### config.mk
export PLATFORM = sky130hd
export DESIGN_NAME = ps2_keyboard_rx
export DESIGN_NICKNAME = d
export VERILOG_FILES = /design/src/design/ps2_pkg.sv /design/src/design/key_event_if.sv /design/src/design/ps2_frame_receiver.sv /design/src/design/ps2_code_tracker.sv /design/src/design/scan_ascii_map.sv /design/src/design/ps2_rx_output.sv /design/src/design/ps2_keyboard_rx.sv
export SDC_FILE = /design/constraint.sdc
export NUM_CORES = 1
export LEC_CHECK = 0
export BUFFER_PORTS_ARGS = -buffer_cell sky130_fd_sc_hd__buf_2
export CAP_MARGIN = 10
export CORE_ASPECT_RATIO = 1.75
export CORE_MARGIN = 5
export CORE_UTILIZATION = 60
export DETAILED_ROUTE_END_ITERATION = 10
export GPL_ROUTABILITY_DRIVEN = 0
export PLACE_DENSITY = 0.79
export SYNTH_ARGS = -nofsm -noshare
export SYNTH_HDL_FRONTEND = slang
export SYNTH_SLANG_ARGS = --single-unit
### constraint.sdc
create_clock -name clk -period 4.1 [get_ports clk]
set_clock_uncertainty 0.2 [all_clocks]
set_input_delay 0.615 -clock clk [delete_from_list [all_inputs] [get_ports clk]]
set_output_delay 0.615 -clock clk [all_outputs]
set_load 0.01 [all_outputs]
### src/design/ps2_pkg.sv
// receive-only PS/2 definitions; scan codes assume keyboard scan code set 2
`default_nettype none

package ps2_pkg;

  // ----------------------------------------------------------------------
  // frame format
  // ----------------------------------------------------------------------

  // start bit + 8 data bits (lsb first) + odd parity + stop bit
  localparam int frame_bits = 11;

  // ----------------------------------------------------------------------
  // byte types
  // ----------------------------------------------------------------------

  typedef logic [7:0] code_t;   // raw scan code byte from the keyboard
  typedef logic [7:0] ascii_t;  // translated character, 00 when unmapped

  // ----------------------------------------------------------------------
  // prefix codes
  // ----------------------------------------------------------------------

  // a prefix is held until the next non-prefix code arrives
  localparam code_t extend_code  = 8'hE0;  // extended key follows
  localparam code_t release_code = 8'hF0;  // key release follows

  // ----------------------------------------------------------------------
  // modifier keys
  // ----------------------------------------------------------------------

  // left and right shift share one level at the host side
  localparam code_t left_shift_code   = 8'h12;
  localparam code_t right_shift_code  = 8'h59;

  // right control arrives as E0 14 and is tracked the same way
  localparam code_t left_control_code = 8'h14;

endpackage

`default_nettype wire

### src/design/key_event_if.sv
// one decoded key event per strobe pulse; the sink has no way to stall the source
`timescale 1ns/100ps
`default_nettype none

interface key_event_if;

  logic              strobe;      // one clk wide, fields valid only here
  ps2_pkg::code_t    scan_code;   // code of the key itself, prefixes stripped
  logic              extended;    // an E0 came before this code
  logic              released;    // an F0 came before this code
  logic              shift_on;    // level of either shift key
  logic              control_on;  // level of left control

  // code tracker drives the event
  modport source (
    output strobe, scan_code, extended, released, shift_on, control_on
  );

  // output stage samples on strobe, reads the levels at any time
  modport sink (
    input strobe, scan_code, extended, released, shift_on, control_on
  );

endinterface

`default_nettype wire

### src/design/ps2_frame_receiver.sv
// keyboard clock half period must stay well above 2 clk cycles and below watchdog_cycles
`timescale 1ns/100ps
`default_nettype none

module ps2_frame_receiver #(
  parameter int watchdog_cycles = 3096  // idle clk cycles before a partial frame is dropped
) (
  input  wire logic           clk,
  input  wire logic           reset,
  input  wire logic           ps2_clk,     // keyboard clock, asynchronous
  input  wire logic           ps2_data,    // keyboard data, asynchronous
  output      logic           frame_done,  // one clk pulse per complete frame
  output      ps2_pkg::code_t scan_code    // valid with frame_done
);

  localparam int count_w = $clog2(ps2_pkg::frame_bits + 1);
  localparam int timer_w = $clog2(watchdog_cycles + 1);

  // line follower states
  localparam logic [1:0] st_clk_high = 2'd0;
  localparam logic [1:0] st_fall     = 2'd1;  // one cycle after clock went low
  localparam logic [1:0] st_clk_low  = 2'd2;
  localparam logic [1:0] st_rise     = 2'd3;  // one cycle after clock went high

  logic [1:0]                    clk_sync;   // [1] is the usable copy
  logic [1:0]                    data_sync;
  logic [1:0]                    state;
  logic [1:0]                    next_state;
  logic [count_w-1:0]            bit_count;
  logic [ps2_pkg::frame_bits-1:0] shift_q;   // stop bit ends up at the top
  logic [timer_w-1:0]            timer_count;
  logic                          timer_run;
  logic                          timer_done;

  // ----------------------------------------------------------------------
  // input synchroniser
  // ----------------------------------------------------------------------

  always_ff @(posedge clk)
  begin
    if (reset)
    begin
      clk_sync  <= 2'b11;  // idle lines are pulled high
      data_sync <= 2'b11;
    end
    else
    begin
      clk_sync  <= {clk_sync[0], ps2_clk};
      data_sync <= {data_sync[0], ps2_data};
    end
  end

  // ----------------------------------------------------------------------
  // keyboard clock follower
  // ----------------------------------------------------------------------

  always_ff @(posedge clk)
  begin
    if (reset)
      state <= st_clk_high;
    else
      state <= next_state;
  end

  always_comb
  begin
    next_state = state;
    case (state)
      st_clk_high : if (!clk_sync[1]) next_state = st_fall;
      st_fall     : next_state = st_clk_low;   // marker lasts exactly one cycle
      st_clk_low  : if (clk_sync[1]) next_state = st_rise;
      st_rise     : next_state = st_clk_high;
      default     : next_state = st_clk_high;
    endcase
  end

  // ----------------------------------------------------------------------
  // shift register and bit counter
  // ----------------------------------------------------------------------

  // data is stable while the keyboard clock is low, so sample at the fall marker
  always_ff @(posedge clk)
  begin
    if (state == st_fall)
      shift_q <= {data_sync[1], shift_q[ps2_pkg::frame_bits-1:1]};  // lsb arrives first
  end

  always_ff @(posedge clk)
  begin
    if (reset || frame_done)
      bit_count <= '0;
    else if (timer_done && (state == st_clk_high) && clk_sync[1])
      bit_count <= '0;                       // watchdog drops a partial frame
    else if (state == st_fall)
      bit_count <= bit_count + 1'b1;
  end

  assign frame_done = (bit_count == count_w'(ps2_pkg::frame_bits));
  assign scan_code  = shift_q[8:1];  // skip the start bit, drop parity and stop

  // ----------------------------------------------------------------------
  // idle watchdog
  // ----------------------------------------------------------------------

  assign timer_run  = (state == st_clk_high) || (state == st_clk_low);
  assign timer_done = (timer_count == timer_w'(watchdog_cycles - 1));

  always_ff @(posedge clk)
  begin
    if (reset || !timer_run)
      timer_count <= '0;                     // restarts at every clock edge marker
    else if (!timer_done)
      timer_count <= timer_count + 1'b1;     // holds at the limit
  end

endmodule

`default_nettype wire

### src/design/ps2_code_tracker.sv
// modifier levels follow press/release codes only; right control (E0 14) counts as left
`timescale 1ns/100ps
`default_nettype none

module ps2_code_tracker #(
  parameter bit trap_modifiers = 1'b1  // 1: shift and control codes give no event
) (
  input  wire logic           clk,
  input  wire logic           reset,
  input  wire logic           frame_done,  // one pulse per received byte
  input  wire ps2_pkg::code_t scan_code,   // valid with frame_done
  key_event_if.source         ev
);

  logic is_extend;        // current byte is E0
  logic is_release;       // current byte is F0
  logic is_left_shift;
  logic is_right_shift;
  logic is_left_control;
  logic is_modifier;
  logic key_code;         // complete key code, prefixes already seen
  logic hold_extended;    // E0 seen since the last key code
  logic hold_released;    // F0 seen since the last key code
  logic left_shift;
  logic right_shift;
  logic left_control;

  // ----------------------------------------------------------------------
  // code classification
  // ----------------------------------------------------------------------

  assign is_extend       = (scan_code == ps2_pkg::extend_code);
  assign is_release      = (scan_code == ps2_pkg::release_code);
  assign is_left_shift   = (scan_code == ps2_pkg::left_shift_code);
  assign is_right_shift  = (scan_code == ps2_pkg::right_shift_code);
  assign is_left_control = (scan_code == ps2_pkg::left_control_code);
  assign is_modifier     = is_left_shift || is_right_shift || is_left_control;

  assign key_code = frame_done && !is_extend && !is_release;

  // ----------------------------------------------------------------------
  // prefix holding
  // ----------------------------------------------------------------------

  // a trapped modifier still consumes the prefixes ahead of it
  always_ff @(posedge clk)
  begin
    if (reset || key_code)
    begin
      hold_extended <= 1'b0;
      hold_released <= 1'b0;
    end
    else if (frame_done)
    begin
      if (is_extend)  hold_extended <= 1'b1;
      if (is_release) hold_released <= 1'b1;
    end
  end

  // ----------------------------------------------------------------------
  // modifier levels
  // ----------------------------------------------------------------------

  always_ff @(posedge clk)
  begin
    if (reset)
    begin
      left_shift   <= 1'b0;
      right_shift  <= 1'b0;
      left_control <= 1'b0;
    end
    else if (key_code)
    begin
      if (is_left_shift)   left_shift   <= !hold_released;  // F0 prefix means key up
      if (is_right_shift)  right_shift  <= !hold_released;
      if (is_left_control) left_control <= !hold_released;
    end
  end

  // ----------------------------------------------------------------------
  // event out
  // ----------------------------------------------------------------------

  // same cycle as frame_done, flags and levels are the ones held before this code
  assign ev.strobe     = key_code && !(trap_modifiers && is_modifier);
  assign ev.scan_code  = scan_code;
  assign ev.extended   = hold_extended;
  assign ev.released   = hold_released;
  assign ev.shift_on   = left_shift || right_shift;
  assign ev.control_on = left_control;

endmodule

`default_nettype wire

### src/design/scan_ascii_map.sv
// partial set 2 table: letters, digits, shifted digits, control letters, a few edit keys
`timescale 1ns/100ps
`default_nettype none

module scan_ascii_map (
  input  wire ps2_pkg::code_t  scan_code,
  input  wire logic            extended,    // E0 prefix held for this code
  input  wire logic            shift_on,
  input  wire logic            control_on,
  output      ps2_pkg::ascii_t ascii        // 00 for anything not in the table
);

  logic [4:0]      letter_idx;   // 1 for a .. 26 for z, 0 when not a letter
  logic [3:0]      digit_val;
  logic            is_digit;
  logic            is_edit;
  ps2_pkg::ascii_t edit_ascii;
  ps2_pkg::ascii_t shift_digit;  // symbol above the digit key

  // ----------------------------------------------------------------------
  // key lookups
  // ----------------------------------------------------------------------

  always_comb
  begin
    letter_idx = 5'd0;
    case (scan_code)
      8'h1C : letter_idx = 5'd1;   // a
      8'h32 : letter_idx = 5'd2;   // b
      8'h21 : letter_idx = 5'd3;
      8'h23 : letter_idx = 5'd4;
      8'h24 : letter_idx = 5'd5;   // e
      8'h2B : letter_idx = 5'd6;
      8'h34 : letter_idx = 5'd7;
      8'h33 : letter_idx = 5'd8;
      8'h43 : letter_idx = 5'd9;   // i
      8'h3B : letter_idx = 5'd10;
      8'h42 : letter_idx = 5'd11;
      8'h4B : letter_idx = 5'd12;
      8'h3A : letter_idx = 5'd13;  // m
      8'h31 : letter_idx = 5'd14;
      8'h44 : letter_idx = 5'd15;
      8'h4D : letter_idx = 5'd16;
      8'h15 : letter_idx = 5'd17;  // q
      8'h2D : letter_idx = 5'd18;
      8'h1B : letter_idx = 5'd19;
      8'h2C : letter_idx = 5'd20;
      8'h3C : letter_idx = 5'd21;  // u
      8'h2A : letter_idx = 5'd22;
      8'h1D : letter_idx = 5'd23;
      8'h22 : letter_idx = 5'd24;
      8'h35 : letter_idx = 5'd25;
      8'h1A : letter_idx = 5'd26;  // z
      default : letter_idx = 5'd0;
    endcase
  end

  // digit row, with the shifted symbol of each key
  always_comb
  begin
    is_digit    = 1'b1;
    digit_val   = 4'd0;
    shift_digit = 8'h00;
    case (scan_code)
      8'h45 : begin digit_val = 4'd0; shift_digit = 8'h29; end  // )
      8'h16 : begin digit_val = 4'd1; shift_digit = 8'h21; end  // !
      8'h1E : begin digit_val = 4'd2; shift_digit = 8'h40; end  // @
      8'h26 : begin digit_val = 4'd3; shift_digit = 8'h23; end  // #
      8'h25 : begin digit_val = 4'd4; shift_digit = 8'h24; end  // $
      8'h2E : begin digit_val = 4'd5; shift_digit = 8'h25; end  // %
      8'h36 : begin digit_val = 4'd6; shift_digit = 8'h5E; end  // ^
      8'h3D : begin digit_val = 4'd7; shift_digit = 8'h26; end  // &
      8'h3E : begin digit_val = 4'd8; shift_digit = 8'h2A; end  // *
      8'h46 : begin digit_val = 4'd9; shift_digit = 8'h28; end  // (
      default : is_digit = 1'b0;
    endcase
  end

  // edit keys ignore shift and control
  always_comb
  begin
    is_edit    = 1'b1;
    edit_ascii = 8'h00;
    case (scan_code)
      8'h29 : edit_ascii = 8'h20;  // space
      8'h5A : edit_ascii = 8'h0D;  // enter
      8'h66 : edit_ascii = 8'h08;  // backspace
      8'h0D : edit_ascii = 8'h09;  // tab
      8'h76 : edit_ascii = 8'h1B;  // escape
      default : is_edit = 1'b0;
    endcase
  end

  // ----------------------------------------------------------------------
  // priority select
  // ----------------------------------------------------------------------

  always_comb
  begin
    if (extended)
      ascii = (scan_code == 8'h5A) ? 8'h0D :            // keypad enter
              (scan_code == 8'h71) ? 8'h7F : 8'h00;     // delete
    else if (is_edit)
      ascii = edit_ascii;
    else if (control_on && (letter_idx != 5'd0))
      ascii = {3'b000, letter_idx};                     // ^a = 01 .. ^z = 1A
    else if (shift_on && (letter_idx != 5'd0))
      ascii = 8'h40 + {3'b000, letter_idx};             // upper case
    else if (shift_on && is_digit)
      ascii = shift_digit;
    else if (letter_idx != 5'd0)
      ascii = 8'h60 + {3'b000, letter_idx};             // lower case
    else if (is_digit)
      ascii = 8'h30 + {4'h0, digit_val};
    else
      ascii = 8'h00;
  end

endmodule

`default_nettype wire

### src/design/ps2_rx_output.sv
// single event holding stage; a new event overwrites an unread one without warning
`timescale 1ns/100ps
`default_nettype none

module ps2_rx_output (
  input  wire logic            clk,
  input  wire logic            reset,
  key_event_if.sink            ev,
  input  wire logic            rx_read,        // host has taken the event
  output      ps2_pkg::code_t  rx_scan_code,
  output      ps2_pkg::ascii_t rx_ascii,
  output      logic            rx_extended,
  output      logic            rx_released,
  output      logic            rx_data_ready   // level, cleared by rx_read
);

  localparam logic st_idle  = 1'b0;
  localparam logic st_ready = 1'b1;

  ps2_pkg::ascii_t ascii;
  logic            state;
  logic            next_state;

  // translation uses the modifier levels as they stood before this code
  scan_ascii_map map0 (
    .scan_code  (ev.scan_code),
    .extended   (ev.extended),
    .shift_on   (ev.shift_on),
    .control_on (ev.control_on),
    .ascii      (ascii)
  );

  // ----------------------------------------------------------------------
  // output registers
  // ----------------------------------------------------------------------

  always_ff @(posedge clk)
  begin
    if (reset)
    begin
      rx_scan_code <= '0;
      rx_ascii     <= '0;
      rx_extended  <= 1'b0;
      rx_released  <= 1'b0;
    end
    else if (ev.strobe)
    begin
      rx_scan_code <= ev.scan_code;
      rx_ascii     <= ascii;
      rx_extended  <= ev.extended;
      rx_released  <= ev.released;
    end
  end

  // ----------------------------------------------------------------------
  // ready/read handshake
  // ----------------------------------------------------------------------

  always_ff @(posedge clk)
  begin
    if (reset)
      state <= st_idle;
    else
      state <= next_state;
  end

  always_comb
  begin
    next_state = state;
    case (state)
      st_idle  : if (ev.strobe) next_state = st_ready;
      st_ready : if (!ev.strobe && rx_read) next_state = st_idle;  // new event wins
      default  : next_state = st_idle;
    endcase
  end

  assign rx_data_ready = (state == st_ready);  // rises with the register load

endmodule

`default_nettype wire

### src/design/ps2_keyboard_rx.sv
// receive only, no parity check; ps2_clk and ps2_data need external pull-ups
`timescale 1ns/100ps
`default_nettype none

module ps2_keyboard_rx #(
  parameter int watchdog_cycles = 3096,  // clk cycles of idle keyboard clock, ~60 us
  parameter bit trap_modifiers  = 1'b1   // hide shift and control codes from the host
) (
  input  wire logic            clk,
  input  wire logic            reset,
  input  wire logic            ps2_clk,
  input  wire logic            ps2_data,
  output      ps2_pkg::code_t  rx_scan_code,
  output      ps2_pkg::ascii_t rx_ascii,
  output      logic            rx_extended,
  output      logic            rx_released,
  output      logic            rx_shift_key_on,
  output      logic            rx_control_key_on,
  output      logic            rx_data_ready,
  input  wire logic            rx_read
);

  logic           frame_done;
  ps2_pkg::code_t scan_code;

  key_event_if ev_link ();  // tracker to output stage

  ps2_frame_receiver #(
    .watchdog_cycles (watchdog_cycles)
  ) rx0 (
    .clk        (clk),
    .reset      (reset),
    .ps2_clk    (ps2_clk),
    .ps2_data   (ps2_data),
    .frame_done (frame_done),
    .scan_code  (scan_code)
  );

  ps2_code_tracker #(
    .trap_modifiers (trap_modifiers)
  ) trk0 (
    .clk        (clk),
    .reset      (reset),
    .frame_done (frame_done),
    .scan_code  (scan_code),
    .ev         (ev_link.source)
  );

  ps2_rx_output out0 (
    .clk           (clk),
    .reset         (reset),
    .ev            (ev_link.sink),
    .rx_read       (rx_read),
    .rx_scan_code  (rx_scan_code),
    .rx_ascii      (rx_ascii),
    .rx_extended   (rx_extended),
    .rx_released   (rx_released),
    .rx_data_ready (rx_data_ready)
  );

  // modifier levels are live, not tied to the ready flag
  assign rx_shift_key_on   = ev_link.shift_on;
  assign rx_control_key_on = ev_link.control_on;

endmodule

`default_nettype wire

* Word level (Yosys, flattened, before mapping)
Memory sizes are Yosys's and may differ from the RTL's. A register that Yosys moved wholly into a read port is not among the register bits.
Index checks and enable logic that the tools add are counted.
** Word-level totals
- Register bits after elaboration :: 57
- Bits in read-only memories :: 640
- Input bits :: 5
- Output and inout bits :: 21
- Word-level logic and storage cells :: 106
- Memories kept :: 1
** Memory list
- (name not given) :: depth 128, width 5, rd ports 1, clocked after memory_dff 1, write ports 0, RTL line scan_ascii_map.sv:27 : case (scan_code)
** Cells by class
- $add $sub $neg :: 5
- Equal/unequal tests :: 28
- Mux-type cells :: 22
- Bitwise logic cells :: 1
- Reduce and logical (&&, ||, !) cells :: 33
** Operators with widths (number)
- $pmux W7 S10 :: 1
- $eq A8 B6 Y1 const B :: 7
- $eq A8 B7 Y1 const B :: 7
- $mux W8 :: 6
- $pmux W4 S9 :: 1
- $eq A8 B5 Y1 const B :: 4
- $pmux W6 S5 :: 1
- $mux W7 :: 4
- $add A7 B5 Y8 const A :: 2
- $eq A8 B8 Y1 const B :: 2
- $add A12 B1 Y12 const B :: 1
- $eq A12 B12 Y1 const B :: 1
- $reduce_and A2 Y1 :: 6
- $reduce_or A10 Y1 :: 1
- $logic_and A1 B1 Y1 :: 9
- $eq A8 B4 Y1 const B :: 1
- $pmux W2 S4 :: 1
- $add A6 B4 Y7 const A :: 1
- $logic_or A1 B1 Y1 :: 7
- $logic_not A1 Y1 :: 6
- $mux W5 :: 1
- $reduce_bool A5 Y1 :: 1
- $reduce_or A5 Y1 :: 1
- $add A4 B1 Y4 const B :: 1
- 11 further kinds :: 16

* Longest topological paths before layout
Gate-level depths: netlist of the first run.
- Depth in word-level cells :: 10
- Mapped depth :: 13
- Depth with buffers taken out :: 10

* By module
From an unflattened synthesis of the first run, not the netlist that was laid out.
** Second synthesis, totals
- Cells, all modules :: 410
- Area total of the unflattened synthesis :: 3683.5 sq um
** Modules (own cells, without submodules)
- ps2_frame_receiver :: times used 1, cells an instance 124, area each 1390.1 sq um, sequential area each 740.7 sq um
- scan_ascii_map :: times used 1, cells an instance 183, area each 1247.4 sq um, sequential area each 0.0 sq um
- ps2_rx_output :: times used 1, cells an instance 62, area each 684.4 sq um, sequential area each 380.4 sq um
- ps2_code_tracker :: times used 1, cells an instance 41, area each 361.6 sq um, sequential area each 100.1 sq um

* Worst setup path before layout of the first run
Ideal clock, no wire load.
- Path kind :: register to register
- Start point :: register rx0.state[1]
- End point :: register with a tool-made name
- Library setup time :: 0.123 ns
- Arrival time :: 2.722 ns
- Required time :: 3.777 ns
- Path slack :: 1.054 ns
- Cell stages (with the launch flop) :: 14
- Buffers on the path :: 3
- Period minus slack after synthesis :: 3.046 ns
- Cell sequence :: dfxtp_1 > inv_1 > ha_1 > buf_2 > clkbuf_1 > mux2i_1 > inv_1 > ha_1 > clkbuf_1 > mux2i_1 > a21oi_1 > o32a_1 > nor2_1 > o21ai_0
** RTL lines
- start, declared :: RTL line ps2_frame_receiver.sv:27 : logic [1:0] state;
- start signal, assigned :: RTL line ps2_frame_receiver.sv:60 : state <= st_clk_high;
- start signal, assigned :: RTL line ps2_frame_receiver.sv:62 : state <= next_state;

* Final worst setup path of the first run
- Start point :: register rx0.shift_q[4] (netlist bit)
- End point :: register out0.rx_ascii[4]
** On the way
- Cells in the longest elaborated chain, start to end :: 10
- Elaborated cells on any way between the ends :: 47
- Those cells by class :: add/sub (1); eq/ne (21); mux (14); reduce/logical (11)
** Ends and longest elaborated chain
- start, declared :: RTL line ps2_frame_receiver.sv:30 : logic [ps2_pkg::frame_bits-1:0] shift_q;
- start signal, assigned :: RTL line ps2_frame_receiver.sv:85 : shift_q <= {data_sync[1], shift_q[ps2_pkg::frame_bits-1:1]};
- $eq A8 B7 Y1 (tied with other cells) :: RTL line scan_ascii_map.sv:64 : case (scan_code)
- $pmux W4 S9 / $reduce_or A10 Y1 (equally long branches)
- $add A6 B4 Y7 / $mux W1 (equally long branches) :: RTL line scan_ascii_map.sv:114, scan_ascii_map.sv:64
- $mux W7 :: RTL line scan_ascii_map.sv:113 : else if (is_digit)
- $mux W8 :: RTL line scan_ascii_map.sv:111 : else if (letter_idx != 5'd0)
- $mux W8 :: RTL line scan_ascii_map.sv:109 : else if (shift_on && is_digit)
- $mux W8 :: RTL line scan_ascii_map.sv:107 : else if (shift_on && (letter_idx != 5'd0))
- $mux W8 :: RTL line scan_ascii_map.sv:105 : else if (control_on && (letter_idx != 5'd0))
- $mux W8 :: RTL line scan_ascii_map.sv:103 : else if (is_edit)
- $mux W8 :: RTL line scan_ascii_map.sv:100 : if (extended)
- end signal, assigned :: RTL line ps2_rx_output.sv:49 : rx_ascii <= ascii;
- end, declared :: RTL line ps2_rx_output.sv:11 : output ps2_pkg::ascii_t rx_ascii,
Several ways; a longest one is shown, not always the timed one.
A chain may end at the register's enable or synchronous reset.

==> results of run 1 <==
-- power groups by stage --
stage                     registers (W)  logic [W]  clock network [W]
after global routing           0.000814   0.000778           0.000638
after floorplan                0.000715   0.000633                  0
after detailed placement       0.000813   0.000690                  0
final                          0.000805   0.000705           0.000590
after global placement         0.000809   0.000677                  0
after CTS                      0.000800   0.000695           0.000601
-- worst paths after layout --
check,cells past startpoint,slack (ps),end
max,4,910,out0.rx_ascii[4]
min,1,210,rx0.clk_sync[1]
max reg2reg,4,910,out0.rx_ascii[4]
min reg2reg,1,210,rx0.clk_sync[1]
-- cells in the final DEF, fill, tap and decap left out, types with 6 or more instances in the layout --
master,n
nor2_1,55
dfxtp_1,50
mux2i_1,25
buf_2,24
o21ai_0,22
a21oi_1,21
nand2_1,20
inv_1,14
nand3_1,14
nor3_1,10
xor2_1,10
clkbuf_8,10
edfxtp_1,10
ha_1,9
a31oi_1,7
nand2b_1,6
nand4_1,6
xnor2_1,6
nor4b_1,6
-- through the flow --
step | setup WS [ps] | power (W) | hold WS, ps | utilization [%]
after floorplan | 1054 | 0.001348 | 185.5 | -
after global placement | 999.3 | 0.001487 | 193.3 | 63.23
after detailed placement | 927.7 | 0.001503 | 198.9 | 63.23
after CTS | 936.3 | 0.002095 | 211.0 | 66.91
after global routing | 657.8 | 0.002230 | 226.0 | 66.91
final | 905.3 | 0.002101 | 206.4 | 66.91
-- worst max-delay path, delay by kind of cell, from the launching register on --
family | cells | cell delay [ps]
flops | 1 | 950
simple gates | 1 | 930
compound gates | 3 | 1010
-- flip-flops by register name (all words and copies together), names as in the netlist, named ones only --
name,flops
trk0.ev.extended,1
rx0.timer_count,12
trk0.ev.control_on,1
rx0.data_sync,2
out0.rx_data_ready,1
rx0.clk_sync,2
trk0.ev.released,1
rx0.bit_count,4
out0.rx_scan_code,8
rx0.shift_q,10
out0.rx_extended,1
rx0.state,2
trk0.right_shift,1
out0.rx_ascii,7
trk0.left_shift,1
out0.rx_released,1
-- metal layers --
metal / vias up / share of wire [%] / global-route usage (%)
met5: - / 0 / 0
met4: 0 / 5.9 / 16.28
met3: 43 / 4.5 / 7.051
met2: 121 / 55 / 43.49
met1: 1499 / 35 / 25.17
li1: 1542 / - / -
-- area by class of cell --
| type | count | area (um2) |
|---|---|---|
| clock buffers | 12 | 145.1 |
| fillers | 508 | 1946 |
| repair buffers | 26 | 135.1 |
| well taps | 78 | 97.59 |
| inverters | 14 | 52.55 |
| flip-flops and latches | 60 | 1301 |
| clock inverters | 4 | 71.32 |
| multi-input cells | 312 | 2131 |
-- cells by family (layout without fill, tap and decap cells) --
logic type	after synthesis	after routing	share of synthesized area, %
AND/OR/NAND/NOR	160	160	24.54
AO/OA/AOI/OAI	95	95	18.15
flip-flops	60	60	35.74
buffers and inverters	44	56	5.739
multiplexers	31	31	8.797
XOR/XNOR	16	16	3.849
adder cells (fa/ha/maj)	9	9	3.093
other	1	1	0.1030
==> flow_summary_export.csv, run 1 <==
group,metric,value,unit
power_and_ir_drop,internal_power,0.001306,W
cts,cts-resized-gates,0,
cts,cts.sinks,60,
global_route,grt_pass1_vias,3151,
global_route,grt_pass1_wl,14.76,mm
cts,cts_tree,"done",
synthesis,synth_seq_cells,60,
sta,fin_tns_setup,0,ps
power_and_ir_drop,p_sw,0.0007942,W
global_route,antenna_found_initial,0,
setup_path,regToRegStartpoint,"rx0.shift_q[4]",
synthesis,syn-instance-count,416,
cts,cts_buffer_depth,2,
detailed_routing,via_per_inst,6.334,
power_and_ir_drop,irDropWorstVdd,0.0003689,V
detailed_routing,wl,8.931,mm
sta,slew_headroom,28.61,%
power_and_ir_drop,sw_frac_of_total,37.81,%
synthesis,yosysMostFrequentCell,"nor2_1",
cts,hold_buffers,0,
sta,setup_viol,0,
synthesis,synthesis.area,3641,um2
flow_run,maxCapViolCount,0,
floorplan,placementRows,37,
power_and_ir_drop,leakage,1.438,nW
layout,final_area,3934,um2
place,dp.cells,490,
cts,htreeDepth,3,
synthesis,synth_common_cells,"55 x nor2_1, 50 x dfxtp_1, 25 x mux2i_1, 22 x o21ai_0, 21 x a21oi_1",
power_and_ir_drop,seqPwrFrac,38.3,%
synthesis,yosysWarningCount,0,
cts,post_cts_buffers,0,
synthesis,ys_seq_area_share,35.74,%
setup_path,cp_slowest_cell,"edfxtp_1",
detailed_routing,drtIter0Drc,475,
power_and_ir_drop,clockPowerShare,28.1,%
detailed_routing,via_count,3205,
global_route,overflow,0,
layout,areaGrowthSynthToFinish,8.041,%
layout,instances_no_fill,506,
detailed_routing,wl_per_cell,17.65,um
cts,root_buffer,"clkbuf_8",
floorplan,start_util,61.93,%
synthesis,synth_area_leaders,"dfxtp_1 27%, edfxtp_1 8.2%, mux2i_1 6.9%, nor2_1 5.7%, ha_1 3.1%",
synthesis,synthFlopType,"dfxtp_1",
layout,antenna_cells,0,
global_route,grt_usage,25.22,%
setup_path,worst-setup-path-type,"reg -> reg",
floorplan,die_x,68.89,um
worst_hold_path,hp-start,"rx0.clk_sync[0]",
global_route,grt_max_degree,30,
sta,slew_viol_final,0,
sta,tightest_slew,1071,ps
power_and_ir_drop,pwr_density_cell,534.0,nW/um2
sta,timing.fmax,313.0,MHz
floorplan,die_area,7787,um2
run_status,status,"finished, final reports clean",
setup_path,cp.required,4150,ps
floorplan,core,5879,um2
detailed_routing,remaining_drc_errors,0,
setup_path,startpoint_type,"register",
detailed_routing,firstDrtPassIters,4,
floorplan,die_y,113.1,um
power_and_ir_drop,pwr-share-comb,33.6,%
setup_path,end_kind,"register",
setup_path,crit_chain,"o41a_1 > and3_1 > o311ai_0 > o221a_1",
synthesis,synth_top_area_share,27.49,%
synthesis,synth_top_area_cell,"dfxtp_1",
cts,numCtsBuffers,9,
synthesis,syn_area_per_cell,8.752,um2
sta,final.period_utilization,77.92,%
setup_path,crit_fanout,28,
place,dpl-instance-area,3717,um2
setup_path,startpoint,"rx0.shift_q[4]",
sta,fin_crit,3195,ps
synthesis,synth_cell_types,66,
sta,rsz0062_at_grt,"false",
setup_path,worst-endpoint-arrival,3240,ps
floorplan,pin_count,26,
detailed_routing,final_antenna_net_count,0,
synthesis,ys_async_sr_fraction,0,%
worst_hold_path,hold_path_class,"reg -> reg",
sta,finalHoldViolCount,0,
place,port_buffers,24,
cts,clkTransAtPathRegs,70,ps
synthesis,syn_nets,430,
layout,final_nets,437,
cts,clk_latency,350,ps
setup_path,max_stage_delay,950,ps
place,place_hpwl,6.480,mm
synthesis,synth_edf_count,10,
layout,drive_gt1_share,14.25,%
Note: power is estimated with default switching activity, not from simulation.
==> run 2, diff against run 1 <==
Settings changed: CORE_UTILIZATION 60 to 55, PLACE_DENSITY 0.79 to 0.77.
Clock period 4.1 ns to 2.7 ns, I/O delays scaled along.
==> run 2 against run 1 <==
Count of clock-buffer cells in the layout fell by 2; via count rose by 2.2%; first-iteration DRC count fell by 51%; sequential power rose by 38%; highest routed layer unchanged; die area rose by 8.0%; global-route usage fell by 2.9 points; clock power rose by 71%.
==> flow_summary_export.csv, run 2 (synthesis gave the netlist of run 1 again) <==
group,metric,value,unit
run_status,status,"finished, final reports clean",
cts,clk_latency,340,ps
layout,top_register,"rx0.timer_count",
cts,hold_buffers,0,
setup_path,crit_fanout,18,
sta,slew_viol_final,0,
setup_path,cp.required,2780,ps
cts,root_buffer,"clkbuf_16",
cts,numCtsBuffers,9,
place,dp.cells,512,
layout,largestRegisters,"rx0.timer_count x12, rx0.shift_q x10, out0.rx_scan_code x8",
sta,slew_headroom,56.40,%
detailed_routing,via_per_inst,6.203,
layout,areaGrowthSynthToFinish,13.54,%
floorplan,pin_count,26,
layout,drive_gt1_share,18.16,%
place,port_buffers,24,
global_route,top_usage_layer,"met2",
cts,post_cts_buffers,0,
global_route,overflow,0,
detailed_routing,remaining_drc_errors,0,
global_route,grt_max_degree,30,
global_route,grt_pass1_wl,14.82,mm
place,place_ws,301.2,ps
cts,cts_tree,"done",
global_route,met3_usage,3.932,%
global_route,antenna_found_initial,0,
sta,fin_ws,239.6,ps
setup_path,worst-endpoint-arrival,2540,ps
sta,fin_crit,2460,ps
cts,cts-resized-gates,0,
floorplan,placementRows,39,
sta,rsz0062_at_grt,"false",
detailed_routing,wl_per_cell,17.01,um
global_route,grt_pass1_vias,3219,
cts,clkTransAtPathRegs,50,ps
setup_path,worst-setup-path-type,"reg -> reg",
floorplan,die_area,8411,um2
floorplan,start_util,56.10,%
power_and_ir_drop,pwr_density_cell,819.8,nW/um2
floorplan,die_x,71.51,um
layout,final_cell_mix,"55 x nor2_1, 50 x dfxtp_1, 24 x mux2i_1, 24 x buf_2, 22 x o21ai_0",
layout,largest_reg_flops,12,
layout,antenna_cells,0,
global_route,met1_usage,21.71,%
floorplan,core,6490,um2
layout,final_nets,455,
sta,setup_viol,0,
sta,finalHoldViolCount,0,
worst_hold_path,hold_path_class,"in -> reg",
power_and_ir_drop,leakage,1.543,nW
layout,final_common_cell,"nor2_1",
sta,final.period_utilization,91.13,%
global_route,grt_usage,22.34,%
sta,timing.fmax,406.4,MHz
detailed_routing,via_count,3275,
floorplan,die_y,117.6,um
cts,cts.sinks,60,
flow_run,maxCapViolCount,0,
detailed_routing,final_antenna_net_count,0,
sta,fin_tns_setup,0,ps
layout,instances_no_fill,528,
cts,htreeDepth,3,
detailed_routing,wl,8.980,mm
detailed_routing,drtIter0Drc,234,
detailed_routing,firstDrtPassIters,7,
sta,tightest_slew,651.0,ps
setup_path,end_kind,"register",
layout,n_fill_cell,532,
global_route,grtUsageMet2,38.31,%
power_and_ir_drop,irDropWorstVdd,0.0005539,V
cts,cts_buffer_depth,2,
setup_path,startpoint_type,"register",
place,place_hpwl,6.538,mm
run 2: layer usage:
layer / vias up / share of wire, %
met4: 0 / 8.1
met1: 1531 / 36
met2: 109 / 52
met3: 54 / 3.8
met5: - / 0
li1: 1581 / -
run 2: stage by stage:
step                      util (%)  area [um2]  total power, W  hold WS, ps
after CTS                    63.70        4134        0.003393        47.04
after detailed placement     59.53        3864        0.002362        196.0
after floorplan                  -        3651        0.002060        185.5
after global placement       59.53        3864        0.002329        197.8
final                        63.70        4134        0.003389        56.10
after global routing         63.70        4134        0.003586        61.64
run 2: power breakdown:
group / internal [W] / switching, W
clock: 0.000617 / 0.000398
sequential: 0.00102 / 0.0000865
combinational: 0.000496 / 0.000773
total: 0.00213 / 0.00126
run 2: layout make-up:
| class | count | area, um2 | share of cell area (%) |
|---|---|---|---|
| sequential | 60 | 1301 | 31.48 |
| multi-input combinational | 312 | 2137 | 51.69 |
| clock inverter | 6 | 41.29 | 0.9988 |
| timing repair buffer | 44 | 270.3 | 6.538 |
| tap | 82 | 102.6 | 2.482 |
| inverter | 14 | 52.55 | 1.271 |
| clock buffer | 10 | 229.0 | 5.539 |
run 2: final timing paths:
kind	depth (start not counted)	slack [ps]	from	to
hold / removal	2	60	ps2_data	rx0.data_sync[0]
setup reg to reg	5	240	rx0.shift_q[1]	out0.rx_ascii[4]
hold reg to reg	0	210	rx0.data_sync[1]	rx0.shift_q[10]
setup / recovery	5	240	rx0.shift_q[1]	out0.rx_ascii[4]
run 2: critical path, stage by stage, from the launching register on:
cell and delay [ps]:
edfxtp_1 610, nand4bb_1 330, or3_1 400, nor2b_1 170, a2111oi_0 440, o221a_1 250
==> run 3, diff against run 2 <==
Settings changed: REMOVE_ABC_BUFFERS from default to 1.
==> run 3 against run 2 <==
Final cell count is the same; hold slack worse by 0.60 ps; critical path depth did not move; clock power barely moved; sequential power is essentially flat; critical endpoint unchanged; combinational power hardly changed; largest cell class unchanged.
==> flow_summary_export.csv, run 3 (synthesis gave the netlist of run 1 again) <==
group,metric,value,unit
floorplan,start_util,56.10,%
sta,final.period_utilization,93.38,%
power_and_ir_drop,irDropWorstVdd,0.0004899,V
layout,top_register,"rx0.timer_count",
cts,cts.sinks,60,
floorplan,die_y,117.6,um
global_route,antenna_found_initial,0,
detailed_routing,via_per_inst,6.235,
layout,drive_gt1_share,17.94,%
detailed_routing,final_antenna_net_count,0,
global_route,grt_pass1_wl,14.57,mm
global_route,grt_max_degree,30,
detailed_routing,wl_per_cell,16.55,um
cts,clk_latency,330,ps
global_route,grt_usage,21.35,%
sta,timing.fmax,396.6,MHz
layout,antenna_cells,0,
setup_path,regToRegStartpoint,"rx0.shift_q[1]",
floorplan,die_area,8411,um2
setup_path,crit_fanout,18,
setup_path,reg2reg_to,"out0.rx_ascii[4]",
detailed_routing,remaining_drc_errors,0,
detailed_routing,firstDrtPassIters,6,
setup_path,rr_worst_depth,5,
floorplan,core,6490,um2
sta,fin_tns_setup,0,ps
place,place_hpwl,6.326,mm
sta,slew_headroom,54.00,%
layout,final_cell_mix,"55 x nor2_1, 50 x dfxtp_1, 25 x mux2i_1, 24 x buf_2, 22 x o21ai_0",
setup_path,worst-endpoint-arrival,2590,ps
layout,largest_reg_flops,12,
power_and_ir_drop,pwr-share-comb,37.3,%
power_and_ir_drop,clockPowerShare,29.9,%
power_and_ir_drop,sw_frac_of_total,37.16,%
worst_hold_path,hold_depth,2,
sta,rsz0062_at_grt,"false",
power_and_ir_drop,pwr_density_cell,818.9,nW/um2
setup_path,cp.required,2770,ps
cts,hold_buffers,0,
cts,cts_buffer_depth,2,
sta,slew_viol_final,0,
setup_path,startpoint_type,"register",
run_status,status,"finished, final reports clean",
cts,htreeDepth,3,
global_route,grt_pass1_vias,3135,
floorplan,die_x,71.51,um
power_and_ir_drop,p_sw,0.001263,W
detailed_routing,wl,8.739,mm
cts,cts-resized-gates,0,
setup_path,critPathCapture,"out0.rx_ascii[4]",
setup_path,r2r_slack,180,ps
layout,largestRegisters,"rx0.timer_count x12, rx0.shift_q x10, out0.rx_scan_code x8",
cts,post_cts_buffers,0,
setup_path,end_kind,"register",
detailed_routing,via_count,3292,
floorplan,pin_count,26,
layout,final_common_cell,"nor2_1",
flow_run,maxCapViolCount,0,
sta,fin_crit,2521,ps
global_route,overflow,0,
power_and_ir_drop,seqPwrFrac,32.8,%
sta,setup_viol,0,
cts,cts_tree,"done",
detailed_routing,drtIter0Drc,252,
sta,tightest_slew,686.9,ps
sta,finalHoldViolCount,0,
power_and_ir_drop,leakage,1.552,nW
worst_hold_path,hold_path_class,"in -> reg",
cts,clkTransAtPathRegs,50,ps
layout,final_nets,455,
sta,worst_hold_slack,55.51,ps
setup_path,worst-setup-path-type,"reg -> reg",
floorplan,placementRows,39,
cts,numCtsBuffers,9,
layout,areaGrowthSynthToFinish,13.99,%
place,port_buffers,24,
power_and_ir_drop,internal_power,0.002136,W
setup_path,startpoint,"rx0.shift_q[1]",
cts,root_buffer,"clkbuf_16",
==> run 3: changes by cell type in the layout (fill, tap and decap cells not counted), sizes merged <==
cell / before / now
inv: 14 / 15
clkbuf: 10 / 9
==> run 3: stage by stage <==
step	util [%]	std cells	cell area [um2]	power [W]	setup WS, ps
final	63.95	528	4150	0.003399	178.8
after floorplan	-	386	3485	0.001990	-283.3
after detailed placement	59.82	512	3882	0.002368	226.9
after global routing	63.95	528	4150	0.003617	5.934
after global placement	59.82	512	3882	0.002332	252.6
after CTS	63.95	528	4150	0.003391	191.3
==> run 3: power by group through the flow <==
stage | Sequential [W] | Combinational, W | Clock [W]
3_5_place_dp | 0.00113 | 0.00124 | 0
4_1_cts | 0.00111 | 0.00125 | 0.00103
2_1_floorplan | 0.00117 | 0.000817 | 0
6_report | 0.00111 | 0.00127 | 0.00102
3_3_place_gp | 0.00112 | 0.00121 | 0
5_1_grt | 0.00113 | 0.00139 | 0.00110
==> run 3: critical path, stage by stage (launching register included) <==
cell and delay (ps):
edfxtp_1 620, nand4bb_1 350, or3_1 410, nor2b_1 170, a2111oi_0 460, o221a_1 240
==> run 3: worst min-delay path by stage <==
| stage | start | endpoint | slack (ps) |
|---|---|---|---|
| 6_report | ps2_clk | rx0.clk_sync[0] | 60 |
| 5_1_grt | ps2_clk | rx0.clk_sync[0] | 50 |
| 4_1_cts | ps2_clk | rx0.clk_sync[0] | 50 |
| 3_5_place_dp | rx0.clk_sync[0] | rx0.clk_sync[1] | 200 |
| 3_3_place_gp | rx0.data_sync[1] | rx0.shift_q[10] | 190 |
| 2_1_floorplan | rx0.data_sync[1] | rx0.shift_q[10] | 190 |
==> run 3: per-layer routing <==
metal  routed length (um)  part of all wire [%]  up-vias  track usage (%)
li1                     -                     -     1581                -
met1                 3303                    38     1547            21.80
met2                 4677                    54      124            38.42
met3                  376                   4.3       40            5.641
met4                  382                   4.4        0            10.94
met5                    0                     0        -                0
==> run 3: layout make-up <==
type,count,area (um2)
clock buffer,9,225.2
sequential,60,1301
inverter,14,52.55
fill,558,2340
timing repair buffer,44,295.3
multi-input combinational,312,2131
clock inverter,7,42.54
tap,82,102.6
